$ cat src/rtl/riscv_isa_pkg.sv
// RISC-V ISA definitions
package riscv_isa_pkg;

    // Machine word width.
    localparam int xlen = 32;

    typedef logic [xlen-1:0] word_t;

    // Size code from the instruction's funct3 field.
    typedef logic [2:0] funct3_t;

    // Load size codes.
    localparam funct3_t f3_lb  = 3'b000;
    localparam funct3_t f3_lh  = 3'b001;
    localparam funct3_t f3_lw  = 3'b010;
    localparam funct3_t f3_lbu = 3'b100;
    localparam funct3_t f3_lhu = 3'b101;

    // Store size codes.
    localparam funct3_t f3_sb  = 3'b000;
    localparam funct3_t f3_sh  = 3'b001;
    localparam funct3_t f3_sw  = 3'b010;

endpackage

$ cat src/rtl/mem_pipe_pkg.sv
// Pipeline stage bundles
package mem_pipe_pkg;

    import riscv_isa_pkg::*;

    // Execute to memory.
    typedef struct packed {
        word_t       pc;
        logic        mem_ren;
        logic        mem_wen;
        logic        r_wen;
        logic [3:0]  csr_wen;
        word_t       ex_result;
        word_t       csrs;
        logic [4:0]  rd;
        funct3_t     funct3;
        word_t       rs2_value;
        logic        jump_flag;
        logic        branch_flag;
    } ex_mem_t;

    // Memory to write-back.
    typedef struct packed {
        word_t       pc;
        logic        mem_ren;
        logic        r_wen;
        logic [3:0]  csr_wen;
        word_t       ex_result;
        word_t       csrs;
        logic [4:0]  rd;
        logic        jump_flag;
        logic        branch_flag;
        word_t       load_data;
    } mem_wb_t;

    // Register-file write port plus the carried CSR and control fields.
    typedef struct packed {
        logic        r_wen;
        logic [4:0]  rd;
        word_t       rd_wdata;
        logic [3:0]  csr_wen;
        word_t       csrs;
        word_t       pc;
        logic        jump_flag;
        logic        branch_flag;
    } wb_t;

endpackage

$ cat src/rtl/wb_stage.sv
// Write-back stage
module wb_stage (
    input  logic                  clk,
    input  logic                  rst_n,
    input  mem_pipe_pkg::mem_wb_t mem_in,
    output mem_pipe_pkg::wb_t     wb_out
);

    import mem_pipe_pkg::*;

    wb_t wb_d;

    // Loads write the memory word, everything else the ALU result.
    always_comb begin
        wb_d.r_wen       = mem_in.r_wen;
        wb_d.rd          = mem_in.rd;
        wb_d.rd_wdata    = mem_in.mem_ren ? mem_in.load_data : mem_in.ex_result;
        wb_d.csr_wen     = mem_in.csr_wen;
        wb_d.csrs        = mem_in.csrs;
        wb_d.pc          = mem_in.pc;
        wb_d.jump_flag   = mem_in.jump_flag;
        wb_d.branch_flag = mem_in.branch_flag;
    end

    always_ff @(posedge clk) begin
        if (!rst_n) begin
            wb_out <= '0;
        end else begin
            wb_out <= wb_d;
        end
    end

endmodule

$ cat config.mk
export PLATFORM = sky130hd
export DESIGN_NAME = wb_stage
export DESIGN_NICKNAME = d
export VERILOG_FILES = /design/src/rtl/riscv_isa_pkg.sv /design/src/rtl/mem_pipe_pkg.sv /design/src/rtl/wb_stage.sv
export SDC_FILE = /design/constraint.sdc
export NUM_CORES = 1
export LEC_CHECK = 0
export ABC_AREA = 1
export ABC_CLOCK_PERIOD_IN_PS = 800
export BUFFER_PORTS_ARGS = -buffer_cell sky130_fd_sc_hd__buf_2
export CORE_MARGIN = 2
export CORE_UTILIZATION = 36
export DETAILED_ROUTE_END_ITERATION = 12
export GPL_ROUTABILITY_DRIVEN = 1
export PLACE_DENSITY = 0.81
export SLEW_MARGIN = 5
export SYNTH_ARGS = -nofsm -noshare
export SYNTH_HDL_FRONTEND = slang
export SYNTH_SLANG_ARGS = --single-unit
$ cat constraint.sdc
create_clock -name clk -period 0.8 [get_ports clk]
set_clock_uncertainty 0.1 [all_clocks]
set_input_delay 0.12 -clock clk [delete_from_list [all_inputs] [get_ports clk]]
set_output_delay 0.12 -clock clk [all_outputs]
set_load 0.01 [all_outputs]
== Yosys cells after proc, flatten, opt, wreduce, memory -nomap -nowiden ==
Index checks and enable logic that the tools add are counted.
Storage, ports and cells
  word-level logic and storage cells: 9
  input port bits: 143
  bits in registers: 108
Cells by class
  mux-type cells: 1
Operator list (count)
  32-bit 2-to-1 mux: 1

== Logic depth before layout (Yosys ltp) ==
  word-level depth: 1
  gate-level depth with buffers: 5

== Least setup slack after synthesis ==
No wires, ideal clock.
  kind: input to register
  start point: in rst_n
  end point: reg wb_out[102] in the netlist's numbering
  required time: 0.591 ns
  arrival: 0.583 ns
  setup time: 0.109 ns
  cell stages on the path: 5
  slack: 0.008 ns
  cell sequence: buf_4 buf_6 buf_6 nand2_1 inv_1
RTL lines
  from (decl): line wb_stage.sv:4  | input logic rst_n,
  to (signal assigned): line wb_stage.sv:29  | wb_out <= wb_d;
  to (decl): line wb_stage.sv:6  | output mem_pipe_pkg::wb_t wb_out
No word-level cell between the ends.

== Worst setup path after layout ==
  start point: reg wb_out[99] in the netlist's numbering
  end point: out wb_out[99] in the netlist's numbering
No word-level cell between the ends.

==> results.txt <==
* Power density relative to cell area: 1610 nW/um^2
* Share of final-layout standard cells stronger than drive strength 1: about 41%
- Of all nets on the critical path, the largest fanout is 1.
- Entering global routing, the biggest net connects 36 pins.
- Clock-pin slew on the worst setup and hold paths: 120 ps
- Global Route Usage Sum: roughly a quarter
- Summed over all instances, the cell type with the most area after synthesis is dfxtp_1.
- Max Slew Vio Count: 0
* Number of setup violations in the final report: between 100 and 150
* Maximum buffer depth of the clock tree: 2
- By area the synthesized netlist is led by dfxtp_1, nand2_1, inv_1.
- CTS saw between 100 and 150 sinks.
- After detailed routing, the average wire length per cell comes to between 10 and 15 um.
- After synthesis, the most frequently instantiated cells are nand2_1, dfxtp_1, inv_1.
- The die is between 100 and 150 um wide.
* Post-synthesis async set-or-reset flop share: 0%
* Unrepaired setup endpoints after global routing: true
- Total grt overflow: 0
- Number of iterations in the first detailed-routing pass: 4
- Cell chain of the critical path: buf_2
* Tightest slew margin relative to the limit: 88.5%
* Number of buffers and inverters on the critical path: 1
- Highest cell delay on the worst timing path: ~340 ps
- The initial antenna violation count came to 1.
* Count of buffers added by post-CTS timing repair for setup: 0
- Die H: about 100 um
* Overall routed net length: between 10000 and 15000 um
- The analysis attributes to cell leakage a power of roughly 4 nW.
* Setup slack after placement: -55.7 ps
- Yosys mapped the design onto 7 distinct sky130hd cell types.
- Each instance of the synthesized netlist takes up on average between 7 and 8 sq um.
- Initial cell density of the core: 37.3%
- Total DRC errors in the routed layout: 0
* Dominant cell by count in the synthesized netlist: nand2_1
- Category of the worst setup path capture point: primary output
- Main synth FF type: dfxtp_1
* # port buffers: 250
- Syn Std Cell Area: around 3500 sq um
* Pin slew with the least headroom to its limit: 173 ps
- The clock tree synthesis step divided the H-tree into 3 levels.
- Once routing completed, OpenROAD measured the worst setup slack at -275 ps.
- The die covers ~10000 sq um.
- Among cell families on the critical path, the largest total delay comes from flip-flops.
* CTS Buf Count: 9
- Net Count, Synth: 582
- FF+latch count, synth: between 100 and 150
- Share of the yosys chip area belonging to registers: a little over 60%
- Area growth from synthesis to layout: 98.7%
* Data required time of the critical path: 580 ps
- Worst hold margin: ~100 ps
- Via-to-Cell Ratio: about 4.2
- TritonCTS built the clock tree.
- Final period demand of the worst path: around 1100 ps
- The final layout contains 960 nets.
* Final critical-path share of the clock period: 134%
* Post-synth EDFFs: 0
- Count of final hold-check violations: 0
- The number of global-route vias before repair was between 4000 and 5000.
* Critical path arrival: 860 ps
- The HPWL after detailed placement is 6700 um.
* Number of warning messages in the yosys log: 0
- The first global-routing pass estimated a little under 20000 um of wire.
- The checks that failed: negative setup slack.
* Clock root buffer: clkbuf_8
* Kind of critical path: reg2out
- The tightest min-delay check is of the in2reg type.
- Across all layers, the routed design uses 4041 vias.
- The flow ran to the end, but the final reports show violations.
- For this run, the top clock speed supported by timing is about 930 MHz.
- The register with the most flip-flops in the layout has between 100 and 150 of them.
- Standard-cell row count: 35
- Leading registers by flop count: wb_out x108
- VDD IR max: between 1000 and 1500 uV
- The layout has 587 filler cells.
- ~250 I/O pins were placed.
- Area of the core: slightly above 9000 sq um
- Across the run, the number of max-cap violations was 0.
- The detail route stage leaves a number of antenna-violating nets equal to 0.
* Number of violations reported at the end of detailed-routing iteration 0: 84
* Library cell contributing the largest single delay on the critical path: dfxtp_1
- The top cell type by area accounts for just over 60% of the synthesized area.
* Gate Count Post-Synth: between 400 and 500
* Final Wtd Congestion: about 0.81
- Register ranked first by flip-flop count: wb_out
- Launching element type of the critical path: flop
==> cells in the final DEF, fill, tap and decap left out, drive strengths merged <==
master	instances
clkbuf	10
nor2	64
buf	246
dlygate4sd3	130
dlymetal6s4s	10
inv	110
clkinv	3
dfxtp	108
diode	1
nand2	140
==> metal layers <==
metal  vias to the layer above  track usage [%]  part of all wire (%)
met1                      1827             21.2                    32
met5                         -                0                     0
li1                       1953                -                     -
met2                       199             46.3                    56
met3                        62             8.28                   7.0
met4                         0             15.1                   5.2
==> per-stage QoR <==
stage / power (mW) / instance area [sq um] / setup TNS, ps / instances / util (%)
after CTS: 10.9 / 6560 / -25950 / 962 / 70.3
after global placement: 7.23 / 4870 / -1050 / 807 / 52.2
after detailed placement: 7.26 / 4870 / -1170 / 807 / 52.2
after floorplan: 6.52 / 3480 / 0 / 439 / -
final: 11.2 / 6920 / -24560 / 951 / 74.2
after global routing: 11.7 / 6920 / -28610 / 951 / 74.2
==> power by group <==
part,internal [mW],switching (mW)
Combinational,1.31,0.928
Sequential,5.73,0.137
Clock,1.17,1.90
Total,8.21,2.96
==> layout make-up <==
type                            instances  area, sq um  area share [%]
Antenna cell                            1         2.50          0.0362
Clock buffer                           10          128            1.84
Clock inverter                          5         46.3           0.669
Inverter                              108          405            5.86
Multi-Input combinational cell        204          783            11.3
Sequential cell                       108         2240            32.4
Tap cell                              129          161            2.33
Timing Repair Buffer                  386         3150            45.5
==> repair_timing <==
action | 4_1_cts | 5_1_grt
gates cloned | 0 | 0
hold buffers | 140 | 0
pin swaps | 0 | 2
setup endpoints to repair | 108 | 135
resized for setup | 30 | 129
endpoints found under the hold margin | 108 | 0
==> cells by family (layout without fill, tap and decap cells) <==
family,count (synthesis),count (layout),synth area share (%)
other,0,1,0
and+or+nand+nor,204,204,22.0
buffers and inverters,127,509,15.9
DFF,108,108,62.1
==> path summary, 6_finish.rpt <==
path	startpoint	to	slack, ps	cells past startpoint
worst min-delay path	rst_n	wb_out[20]$_SDFF_PN0_	100	4
worst max-delay path	wb_out[99]$_SDFF_PN0_	wb_out[99]	-280	1
(Power assumes the default switching activity.)
